**src/rtl/isa_pkg.sv**
```systemverilog
package isa_pkg;

    // word and index widths
    localparam int word_w = 32;
    localparam int reg_idx_w = 4;

    typedef logic [word_w-1:0] word_t;
    typedef logic [word_w-1:0] instr_t;
    typedef logic [reg_idx_w-1:0] reg_idx_t;

    // register file and pc
    localparam int num_regs = 15;
    localparam reg_idx_t pc_reg = 4'd15;
    localparam word_t pc_step = 32'd4;
    // r15 reads two instructions ahead
    localparam word_t pc_read_offset = 32'd8;

    //////////////////////////////////////////////////////////////////////
    // instruction field positions
    localparam int op_msb = 27;
    localparam int op_lsb = 26;
    localparam int i_bit = 25;
    localparam int cmd_msb = 24;
    localparam int cmd_lsb = 21;
    localparam int rn_msb = 19;
    localparam int rn_lsb = 16;
    localparam int rd_msb = 15;
    localparam int rd_lsb = 12;
    localparam int shamt_msb = 11;
    localparam int shamt_lsb = 7;
    localparam int sh_msb = 6;
    localparam int sh_lsb = 5;
    // set for register-specified shift amounts
    localparam int shreg_bit = 4;
    localparam int rm_msb = 3;
    localparam int rm_lsb = 0;
    localparam int imm8_msb = 7;
    localparam int imm24_msb = 23;

    //////////////////////////////////////////////////////////////////////
    // encodings
    typedef enum logic [1:0] {
        op_dp     = 2'b00,
        op_branch = 2'b10
    } op_e;

    typedef enum logic [3:0] {
        alu_and = 4'b0000,
        alu_sub = 4'b0010,
        alu_add = 4'b0100,
        alu_orr = 4'b1100
    } alu_op_e;

    typedef enum logic [1:0] {
        sh_lsl = 2'b00,
        sh_lsr = 2'b01,
        sh_asr = 2'b10,
        sh_ror = 2'b11
    } shift_e;

endpackage
```
**src/rtl/pipe_pkg.sv**
```systemverilog
package pipe_pkg;

    //////////////////////////////////////////////////////////////////////
    // fetch to decode
    typedef struct packed {
        logic            valid;
        isa_pkg::instr_t instr;
        // address of instr, for r15 reads and branch targets
        isa_pkg::word_t  addr;
    } fetch_slot_t;

    //////////////////////////////////////////////////////////////////////
    // decode to execute
    typedef struct packed {
        logic              valid;
        isa_pkg::alu_op_e  alu_op;
        isa_pkg::shift_e   shift;
        logic [4:0]        shamt;
        // b came from rm and goes through the shifter
        logic              shifted;
        isa_pkg::word_t    a;
        isa_pkg::word_t    b;
        isa_pkg::reg_idx_t rd;
        logic              we;
        logic              branch;
        isa_pkg::word_t    target;
    } exec_op_t;

endpackage

```
**src/rtl/arm_core.sv**
```systemverilog
`timescale 1ns/100ps

module arm_core (
    input  logic              clk,
    input  logic              reset,
    output isa_pkg::word_t    pc,
    input  isa_pkg::instr_t   instr,
    output logic              wb_en,
    output isa_pkg::reg_idx_t wb_reg,
    output isa_pkg::word_t    wb_data
);
    import isa_pkg::*;
    import pipe_pkg::*;

    fetch_slot_t slot;
    exec_op_t    op;
    logic        redirect;
    word_t       redirect_pc;

    // fetch
    fetch_stage fetch_stage_i (
        .clk         (clk),
        .reset       (reset),
        .instr       (instr),
        .redirect    (redirect),
        .redirect_pc (redirect_pc),
        .pc          (pc),
        .slot        (slot)
    );

    // decode and register read
    decode_stage decode_stage_i (
        .clk      (clk),
        .reset    (reset),
        .slot     (slot),
        .redirect (redirect),
        .wb_en    (wb_en),
        .wb_reg   (wb_reg),
        .wb_data  (wb_data),
        .op       (op)
    );

    // execute and writeback
    execute_stage execute_stage_i (
        .clk         (clk),
        .reset       (reset),
        .op          (op),
        .redirect    (redirect),
        .redirect_pc (redirect_pc),
        .wb_en       (wb_en),
        .wb_reg      (wb_reg),
        .wb_data     (wb_data)
    );

endmodule

```
**src/rtl/execute_stage.sv**
```systemverilog
`timescale 1ns/100ps

module execute_stage (
    input  logic               clk,
    input  logic               reset,
    input  pipe_pkg::exec_op_t op,
    output logic               redirect,
    output isa_pkg::word_t     redirect_pc,
    output logic               wb_en,
    output isa_pkg::reg_idx_t  wb_reg,
    output isa_pkg::word_t     wb_data
);
    import isa_pkg::*;
    import pipe_pkg::*;

    exec_op_t op_q;
    word_t    shifted_b;
    word_t    src_b;
    word_t    alu_result;

    //////////////////////////////////////////////////////////////////////
    // execute register
    always_ff @(posedge clk or posedge reset) begin
        if (reset) begin
            op_q <= '0;
        end else begin
            op_q <= op;
            // taken branch kills the op behind it
            if (redirect) begin
                op_q.valid <= 1'b0;
            end
        end
    end

    //////////////////////////////////////////////////////////////////////
    // barrel shifter
    // amount 0 passes b through for every shift type
    always_comb begin
        case (op_q.shift)
            sh_lsl: shifted_b = op_q.b << op_q.shamt;
            sh_lsr: shifted_b = op_q.b >> op_q.shamt;
            sh_asr: shifted_b = word_t'($signed(op_q.b) >>> op_q.shamt);
            default: begin
                // ror, low half of the doubled word
                shifted_b = word_t'({op_q.b, op_q.b} >> op_q.shamt);
            end
        endcase
    end

    assign src_b = op_q.shifted ? shifted_b : op_q.b;

    //////////////////////////////////////////////////////////////////////
    // alu
    always_comb begin
        case (op_q.alu_op)
            alu_and: alu_result = op_q.a & src_b;
            alu_sub: alu_result = op_q.a - src_b;
            alu_add: alu_result = op_q.a + src_b;
            alu_orr: alu_result = op_q.a | src_b;
            // other cmds never write
            default: alu_result = '0;
        endcase
    end

    //////////////////////////////////////////////////////////////////////
    // retire and branch
    assign redirect    = op_q.valid && op_q.branch;
    assign redirect_pc = op_q.target;

    assign wb_en   = op_q.valid && op_q.we;
    assign wb_reg  = op_q.rd;
    assign wb_data = alu_result;

endmodule

```
**src/rtl/decode_stage.sv**
```systemverilog
`timescale 1ns/100ps

module decode_stage (
    input  logic                  clk,
    input  logic                  reset,
    input  pipe_pkg::fetch_slot_t slot,
    input  logic                  redirect,
    input  logic                  wb_en,
    input  isa_pkg::reg_idx_t     wb_reg,
    input  isa_pkg::word_t        wb_data,
    output pipe_pkg::exec_op_t    op
);
    import isa_pkg::*;
    import pipe_pkg::*;

    op_e                  opcode;
    logic                 imm_form;
    logic [3:0]           cmd;
    reg_idx_t             rn;
    reg_idx_t             rd;
    reg_idx_t             rm;
    logic [4:0]           shamt;
    shift_e               sh;
    logic                 shift_by_reg;
    logic [imm8_msb:0]    imm8;
    logic [imm24_msb:0]   imm24;

    word_t                rn_val;
    word_t                rm_val;
    word_t                r15_val;
    word_t                branch_offset;

    logic                 is_dp;
    logic                 is_branch;
    logic                 cmd_ok;
    logic                 dp_write;

    //////////////////////////////////////////////////////////////////////
    // fields
    assign opcode       = op_e'(slot.instr[op_msb:op_lsb]);
    assign imm_form     = slot.instr[i_bit];
    assign cmd          = slot.instr[cmd_msb:cmd_lsb];
    assign rn           = slot.instr[rn_msb:rn_lsb];
    assign rd           = slot.instr[rd_msb:rd_lsb];
    assign rm           = slot.instr[rm_msb:rm_lsb];
    assign shamt        = slot.instr[shamt_msb:shamt_lsb];
    assign sh           = shift_e'(slot.instr[sh_msb:sh_lsb]);
    assign shift_by_reg = slot.instr[shreg_bit];
    assign imm8         = slot.instr[imm8_msb:0];
    assign imm24        = slot.instr[imm24_msb:0];

    //////////////////////////////////////////////////////////////////////
    // register read
    // r15 is this instruction's address plus 8
    assign r15_val = slot.addr + pc_read_offset;

    reg_file reg_file_i (
        .clk   (clk),
        .reset (reset),
        .ra1   (rn),
        .ra2   (rm),
        .rd1   (rn_val),
        .rd2   (rm_val),
        .we    (wb_en),
        .wa    (wb_reg),
        .wd    (wb_data),
        .r15   (r15_val)
    );

    //////////////////////////////////////////////////////////////////////
    // control
    assign is_dp     = (opcode == op_dp);
    assign is_branch = (opcode == op_branch);
    assign cmd_ok    = cmd inside {alu_and, alu_sub, alu_add, alu_orr};

    // no pc writes, no register-specified shifts
    assign dp_write = is_dp && cmd_ok && (rd != pc_reg) && (imm_form || !shift_by_reg);

    // word offset, sign extended
    assign branch_offset = {{6{imm24[imm24_msb]}}, imm24, 2'b00};

    always_comb begin
        // wrong-path slot is dropped here
        op.valid   = slot.valid && !redirect;
        op.alu_op  = alu_op_e'(cmd);
        op.shift   = sh;
        op.shamt   = shamt;
        op.shifted = !imm_form;
        op.a       = rn_val;
        // imm8 zero extended, no rotate
        op.b       = imm_form ? word_t'(imm8) : rm_val;
        op.rd      = rd;
        op.we      = dp_write;
        op.branch  = is_branch;
        op.target  = r15_val + branch_offset;
    end

endmodule

```
**src/rtl/fetch_stage.sv**
```systemverilog
`timescale 1ns/100ps

module fetch_stage (
    input  logic                  clk,
    input  logic                  reset,
    input  isa_pkg::instr_t       instr,
    input  logic                  redirect,
    input  isa_pkg::word_t        redirect_pc,
    output isa_pkg::word_t        pc,
    output pipe_pkg::fetch_slot_t slot
);
    import isa_pkg::*;
    import pipe_pkg::*;

    //////////////////////////////////////////////////////////////////////
    // program counter
    always_ff @(posedge clk or posedge reset) begin
        if (reset) begin
            pc <= '0;
        end else if (redirect) begin
            pc <= redirect_pc;
        end else begin
            pc <= pc + pc_step;
        end
    end

    //////////////////////////////////////////////////////////////////////
    // instruction slot
    // instr belongs to the current pc, so the slot takes both together
    always_ff @(posedge clk or posedge reset) begin
        if (reset) begin
            slot <= '0;
        end else if (redirect) begin
            // word at pc is on the wrong path
            slot.valid <= 1'b0;
        end else begin
            slot.valid <= 1'b1;
            slot.instr <= instr;
            slot.addr  <= pc;
        end
    end

endmodule

```
**src/rtl/reg_file.sv**
```systemverilog
`timescale 1ns/100ps

module reg_file (
    input  logic              clk,
    input  logic              reset,
    input  isa_pkg::reg_idx_t ra1,
    input  isa_pkg::reg_idx_t ra2,
    output isa_pkg::word_t    rd1,
    output isa_pkg::word_t    rd2,
    input  logic              we,
    input  isa_pkg::reg_idx_t wa,
    input  isa_pkg::word_t    wd,
    input  isa_pkg::word_t    r15
);
    import isa_pkg::*;

    // r0..r14, r15 lives in the fetch path
    word_t regs [num_regs];

    always_ff @(posedge clk or posedge reset) begin
        if (reset) begin
            for (int i = 0; i < num_regs; i++) begin
                regs[i] <= '0;
            end
        end else if (we && wa != pc_reg) begin
            regs[wa] <= wd;
        end
    end

    // write-first, the retiring result bypasses to decode
    assign rd1 = (ra1 == pc_reg)        ? r15 :
                 (we && ra1 == wa)      ? wd  :
                                          regs[ra1];

    assign rd2 = (ra2 == pc_reg)        ? r15 :
                 (we && ra2 == wa)      ? wd  :
                                          regs[ra2];

endmodule

```
**config.mk**
```make
export PLATFORM = sky130hd
export DESIGN_NAME = arm_core
export DESIGN_NICKNAME = d
export VERILOG_FILES = /design/src/rtl/isa_pkg.sv /design/src/rtl/pipe_pkg.sv /design/src/rtl/arm_core.sv /design/src/rtl/execute_stage.sv /design/src/rtl/decode_stage.sv /design/src/rtl/fetch_stage.sv /design/src/rtl/reg_file.sv
export SDC_FILE = /design/constraint.sdc
export NUM_CORES = 2
export LEC_CHECK = 0
export BUFFER_PORTS_ARGS = -buffer_cell sky130_fd_sc_hd__buf_4
export CAP_MARGIN = 20
export CORE_UTILIZATION = 65
export CTS_BUF_LIST = sky130_fd_sc_hd__clkbuf_8
export DETAILED_ROUTE_END_ITERATION = 6
export PLACE_DENSITY = 0.83
export SETUP_SLACK_MARGIN = 0.5
export SLEW_MARGIN = 40
export SYNTH_ARGS = -nofsm -noshare
export SYNTH_HDL_FRONTEND = slang
export SYNTH_SLANG_ARGS = --single-unit
```
**constraint.sdc**
```tcl
create_clock -name clk -period 41.2 [get_ports clk]
set_input_delay 8.24 -clock clk [delete_from_list [all_inputs] [get_ports clk]]
set_output_delay 8.24 -clock clk [all_outputs]
set_load 0.02 [all_outputs]
```
After elaboration in Yosys (flattened, before gate mapping)
Index checks and enable logic that the tools add are counted.
- flip-flop bits (word level): 688
- input bits: 34
- output and inout port bits: 69
- logic and storage cells: 102
- add/subtract/negate cells: 5
- magnitude comparators: 4
- equality and inequality tests: 15
- shift-type cells: 4
- multiplexer cells: 20
- bitwise gates (word level): 5
- reduce and logical (&&, ||, !) cells: 19
- operator list (kind ; number):
    $bwmux 480 ; 1
    $mux 32 ; 12
    $bmux 32 s4 ; 2
    $demux 32 s4 ; 1
    $pmux 32 s4 ; 1
    $pmux 32 s3 ; 1
    $add 32x32->32 ; 2
    $shr 64x5->32 ; 1
    $add 32x3->32 const B ; 1
    $add 32x4->32 const B ; 1
    $and 32x32->32 ; 1
    $or 32x32->32 ; 1
    $shl 32x5->32 ; 1
    $shr 32x5->32 ; 1
    $sshr 32x5->32 ; 1
    $sub 32x32->32 ; 1
    $eq 4x4->1 const B ; 4
    $ge 5x5->1 const B ; 3
    $not 4->5 ; 3
    $logic_and 1x1->1 ; 10
    $eq 4x2->1 const B ; 2
    $eq 4x3->1 const B ; 2
    $eq 4x4->1 ; 2
    $logic_not 4->1 ; 2
    9 further kinds ; 15

Depth between registers and ports, before layout
- depth in word-level cells: 8
- mapped depth: 32
- mapped depth without buffers: 26

Cells and area by module
A second synthesis with hierarchy kept.
- cell total of the unflattened synthesis: 4091
- area, all modules: 45966.6 um^2
- modules (own cells, without submodules) (module ; times used ; cells an instance ; area each (um^2) ; seq. area each (um^2)):
    reg_file ; 1 ; 2017 ; 27013.4 ; 12011.5
    execute_stage ; 1 ; 1371 ; 12196.7 ; 2877.8
    fetch_stage ; 1 ; 343 ; 4122.7 ; 2427.3
    decode_stage ; 1 ; 360 ; 2633.8 ; 0.0

Worst setup path after synthesis
OpenSTA, ideal clock, no wires.
- kind: register to output
- start: register execute_stage_i.op_q[103] (netlist bit)
- end: output wb_data[27]
- arrival: 6.196 ns
- data required time: 32.960 ns
- path slack: 26.764 ns
- stages on the path, launching flop included: 29
- buffers on the path: 6
- path through: dfrtp_1 -> buf_6 -> buf_12 -> buf_12 -> buf_12 -> mux2_4 -> a32o_1 -> or3_4 -> a32o_1 -> a41oi_2 -> and4_4 -> nand3_1 -> nor3_2 -> nor4b_4 -> nand2_1 -> o21ai_1 -> xor2_1 -> ha_1 -> clkbuf_1 -> a21o_1 -> a21o_1 -> a21o_1 -> nor3_1 -> o211a_1 -> nor2_1 -> xnor2_1 -> a221oi_1 -> clkbuf_1 -> inv_1
- word-level cells in the longest chain between the ends: 5
- elaborated cells between the ends (all ways): 11
- those cells by class: 2 x add/sub; 4 x shift; 3 x mux; 2 x bitwise
- ends and longest elaborated chain (element ; line ; RTL):
    start: declaration ; execute_stage.sv:16 ; exec_op_t op_q;
    start signal: assignment ; execute_stage.sv:27 ; op_q <= op;
    $shr 64x5->32 (tied with other cells) ; execute_stage.sv:45 ; shifted_b = word_t'({op_q.b, op_q.b} >> op_q.shamt);
    $pmux 32 s3 * ; execute_stage.sv:39 ; case (op_q.shift)
    $mux 32 * ; execute_stage.sv:50 ; assign src_b = op_q.shifted ? shifted_b : op_q.b;
    $add 32x32->32 (tied with other cells) ; execute_stage.sv:58 ; alu_add: alu_result = op_q.a + src_b;
    $pmux 32 s4 * ; execute_stage.sv:55 ; case (op_q.alu_op)
    end: declaration ; arm_core.sv:10 ; output isa_pkg::word_t wb_data
Mark *: on every way between the ends. The rest lies on a longest branch, timed or not.

Final worst setup path
- start: register execute_stage_i.op_q[103] (netlist bit)
- end: output wb_data[30]
The elaborated chain is that of the path after synthesis.

==> results.txt <==
The run gives 4445 as the number of nets in the layout. The run gives 140000 um as the total routed wirelength. In this run the number of H-tree levels came out at 3. The sequential element share of the synthesized area is 0.3983. After clock tree synthesis, the clock-pin slew on the worst setup and hold paths is 0.06 ns. For the worst-skew pair, the clock arrives at the later sink with an insertion delay of 0.77 ns. The tools report the number of nets produced by synthesis as 4527. The logs give 0 for the number of hold violations in the final report and 1.985 mW for the total internal power. Remaining routing DRC violations: 10. The total CTS buffers is 112, and the count of TritonRoute iterations in the first routing pass is 7.

The logs give 37232 for the total number of vias and 0 for the post-cts sizing count. Power spread over the standard cell area amounts to 78.43 nW/um2. Yosys mapped a number of flops with a built-in enable equal to 0.

The Yosys step of the flow raised 0 warnings. The min-delay analysis places its worst path in the category reg2reg. The arrival time at the worst endpoint was 9.87 ns; the peak fanout along the critical path was 38. The post-detailed-route via-to-cell ratio is 7.033. In this run the number of cells on the critical path is 27. The slew at the pin closest to its max-slew limit is 0.9464 ns.

The global-route usage over all layers is 0.4219, and the met3 wire length is 18430 um. The tool flagged a number of max-cap violations equal to 0. In this run the remaining antenna-violating nets after routing total 0. The sequential power share was 0.303. After filler insertion, the fill cell instance count of the layout stands at 4493. On the worst path, the slowest cell contributes a delay of 0.75 ns. The number of top-level pins is 103. The flow ran to the end, but the final reports show violations. After detailed placement, the total cell area comes to 44610 um2. The number of input and output port buffers inserted came out at 98. In this run the most critical hold path is launched from fetch_stage_i.slot[41].

For the post-synthesis instance total, the log shows 4420. Largest register by flop count: decode_stage_i.reg_file_i.regs. VDD sags by at most 0.04607 mV. The most common cell in the synthesized netlist is sky130_fd_sc_hd__dfrtp_1.

The library cell with the largest summed area after synthesis is sky130_fd_sc_hd__dfrtp_1. The die covers 67530 um2. The floorplan step set the die width to 259.9 um. Once placement completed, the tool counted placed cells totaling 5085.

For the total power after layout, the log shows 3.696 mW. From synthesis to final layout, the design area changed by 9.040%. The switching power share of the total is 0.4631. After detailed routing, the wire length on met1 is 50760 um.

The register with the most flip-flops in the layout has 480 of them. In the post-synthesis netlist, the biggest area contributors are sky130_fd_sc_hd__dfrtp_1 40%, sky130_fd_sc_hd__mux4_2 17%, sky130_fd_sc_hd__nand2_1 5.5%. The logs give 0.4213 ns for the smallest hold slack and 32.96 ns for the required time at the endpoint of the critical path. The critical path buffer and inverter count is 5. The analysis attributes to net switching a power of 1.712 mW. The most used flip-flop cell after synthesis is sky130_fd_sc_hd__dfrtp_1.

TritonCTS built the clock tree. The proportion of register bits with asynchronous set or reset after synthesis is 1.000, and the leakage dissipation is 20.52 nW. Setup repair after global routing left no endpoint under its margin. The HPWL after detailed placement is 89940 um. The tools report the endpoint type of the worst setup path as an output pin. The post-synthesis average cell area is 9.779 um2. The final reports fail on DRC.

For the via count of the first global-routing pass, the log shows 36780. After synthesis, the netlist uses 110 different library cells. In the final routed layout, each cell accounts on average for 26.44 um. By count the netlist is led by 688 x sky130_fd_sc_hd__dfrtp_1, 637 x sky130_fd_sc_hd__nand2_1, 465 x sky130_fd_sc_hd__nor2_1, 429 x sky130_fd_sc_hd__o21ai_0, 410 x sky130_fd_sc_hd__a21oi_1. Among cell families on the critical path, the largest total delay comes from compound AO/OA/AOI/OAI gates. Row generation in the floorplan step produced 94 rows.

The logs give 0 for the number of buffers inserted by hold repair at cts and 0 for the total global routing overflow. The largest net degree at the start of global routing is 163. The logs give 62220 um for the sum of met2 wire segment lengths after detailed routing and 65750 um2 for the core outline area. The detailed router finished its first iteration with 4737 violations. The run gives 0.05662 ns as the clock skew after layout. The initial antenna violation count is 3. The share of final-layout standard cells stronger than drive strength 1 is 0.1922.

The first global-routing pass estimated 216200 um of wire. The area share of the largest cell type after synthesis came out at 0.3983. The logs give 0.171 for the proportion of power drawn by the clock network and 32.19 ns for the setup slack of the worst register-to-register path.

The overall die height works out to 259.9 um. The max-slew violation total from the final report was 0. Part of the power in combinational logic: 0.526. The tools report the root cell of the clock tree as sky130_fd_sc_hd__clkbuf_8. For this run, the number of standard cells in the final layout without fillers is 5294. After synthesis the netlist holds a flip-flop and latch count of 688. The critical register-to-register path startpoint was execute_stage_i.op_q[103]. The slowest cell on the critical path is sky130_fd_sc_hd__dfrtp_4. The endpoint identified for the worst register-to-register timing path is decode_stage_i.reg_file_i.regs[350]. For this design, the sink count on the clock tree is 688.

With fillers left out, the area of the finished cells amounts to 47130 um2. Classification of the worst setup path: reg2out. The largest registers in the layout are decode_stage_i.reg_file_i.regs: 480 flops, execute_stage_i.op_q: 79 flops, fetch_stage_i.slot: 61 flops. In this run the worst setup path terminates at wb_data[30]. In this run the post-CTS setup repair buffer count came out at 0.

In this run the cell area of the synthesized design comes to 43220 um2. The part of the cycle the worst path needs works out to 0.4395. After routing, the total negative slack on setup checks comes to 0 ns.

Counting along the longest clock path gives a buffer depth of 3. Setup violations remaining at the end of the flow were counted as 0. The initial standard-cell utilization of the core came out at 0.6574. The highest layer touched by signal routing is met5.

The routed design could run at a clock period as short as 18.11 ns. The number of cells on the worst reg-to-reg path is 26. The tools report the routability congestion estimate from global placement as 1.090.

For the worst slew slack as a fraction of its limit, the log shows 0.3642. In this run the worst setup path begins at execute_stage_i.op_q[103]. Derived from the worst setup path, the maximum achievable clock frequency is 55.23 MHz.

The tools report the sort of element at the start of the critical path as a register.
-- logic make-up (layout without fill, tap and decap cells) --
group | count (synthesis) | count (layout) | share of synthesized area
simple gates | 1387 | 1387 | 0.1371
compound gates | 1167 | 1167 | 0.1594
flops | 688 | 688 | 0.3983
mux | 486 | 486 | 0.2099
buf+inv | 481 | 489 | 0.04582
xor+xnor | 138 | 138 | 0.02796
fa+ha+maj | 73 | 73 | 0.02148
other cells | 0 | 2 | 0
-- worst register-to-register path, delay by kind of cell, from the launching register on --
family | cells | cell delay, ns
AO/OA/AOI/OAI | 12 | 3.67
multiplexers | 1 | 0.40
buffers and inverters | 3 | 1.33
AND/OR/NAND/NOR | 8 | 2.04
flip-flops | 1 | 0.75
adder cells (fa/ha/maj) | 2 | 0.71
-- power by group through the flow --
stage / Combinational [mW] / Sequential, mW / Clock (mW)
floorplan: 1.37 / 1.02 / 0
global placement: 1.83 / 1.10 / 0
detailed placement: 1.87 / 1.12 / 0
CTS: 1.88 / 1.11 / 0.637
global route: 2.07 / 1.14 / 0.664
finish: 1.94 / 1.12 / 0.633
-- final cells by class --
class | instances | area [um2] | share of cell area
multi-input combinational | 3251 | 24430 | 0.5184
tap | 864 | 1081 | 0.02294
timing repair buffer | 198 | 1630 | 0.03459
sequential | 688 | 17240 | 0.3659
inverter | 87 | 336.6 | 0.007141
antenna | 2 | 5.005 | 0.0001062
clock inverter | 63 | 462.9 | 0.009822
clock buffer | 141 | 1941 | 0.04117
-- routing by layer --
layer	track usage	up-vias
met1	0.5528	18173
met3	0.1327	587
met4	0.2479	2
li1	-	15902
met5	0	-
met2	0.6209	2568
-- layout by cell type (no fill, tap or decap), types with 11 or more instances in the layout --
cell and instances:
sky130_fd_sc_hd__ha_1 71, sky130_fd_sc_hd__a31oi_1 18, sky130_fd_sc_hd__xnor2_2 11, sky130_fd_sc_hd__mux2_2 34, sky130_fd_sc_hd__a22oi_1 18, sky130_fd_sc_hd__xnor2_1 76, sky130_fd_sc_hd__nand4_1 23, sky130_fd_sc_hd__dfrtp_1 676
sky130_fd_sc_hd__inv_1 115, sky130_fd_sc_hd__a21oi_1 410, sky130_fd_sc_hd__nor2b_1 26, sky130_fd_sc_hd__o221ai_1 11, sky130_fd_sc_hd__a211oi_1 26, sky130_fd_sc_hd__a221oi_2 12, sky130_fd_sc_hd__buf_4 176, sky130_fd_sc_hd__clkinv_2 16
sky130_fd_sc_hd__clkbuf_8 141, sky130_fd_sc_hd__buf_6 15, sky130_fd_sc_hd__a21o_1 24, sky130_fd_sc_hd__nor2_1 454, sky130_fd_sc_hd__o31ai_1 12, sky130_fd_sc_hd__o211ai_1 29, sky130_fd_sc_hd__and2_1 15, sky130_fd_sc_hd__mux2i_1 113
sky130_fd_sc_hd__o22ai_1 24, sky130_fd_sc_hd__nor3_1 33, sky130_fd_sc_hd__and3_1 16, sky130_fd_sc_hd__o21ai_0 428, sky130_fd_sc_hd__o21bai_1 13, sky130_fd_sc_hd__o21a_1 14, sky130_fd_sc_hd__mux4_2 320, sky130_fd_sc_hd__nand2_1 636
sky130_fd_sc_hd__nand2b_1 18, sky130_fd_sc_hd__xor2_1 46, sky130_fd_sc_hd__nand3_1 71
-- worst min path at each step --
stage,endpoint,cells past startpoint
6_report,execute_stage_i.op_q[105],0
5_1_grt,fetch_stage_i.pc[9],2
4_1_cts,execute_stage_i.op_q[109],0
3_5_place_dp,execute_stage_i.op_q[105],0
3_3_place_gp,execute_stage_i.op_q[105],0
2_1_floorplan,execute_stage_i.op_q[113],0
-- per-stage QoR --
| stage | setup WS (ns) | util |
|---|---|---|
| 3_5_place_dp | 23.90 | 0.6785 |
| 6_report | 23.09 | 0.7169 |
| 4_1_cts | 23.09 | 0.7151 |
| 3_3_place_gp | 23.80 | 0.6751 |
| 5_1_grt | 22.65 | 0.7168 |
| 2_1_floorplan | 13.67 | - |
Power figures use the tool's default switching activity.
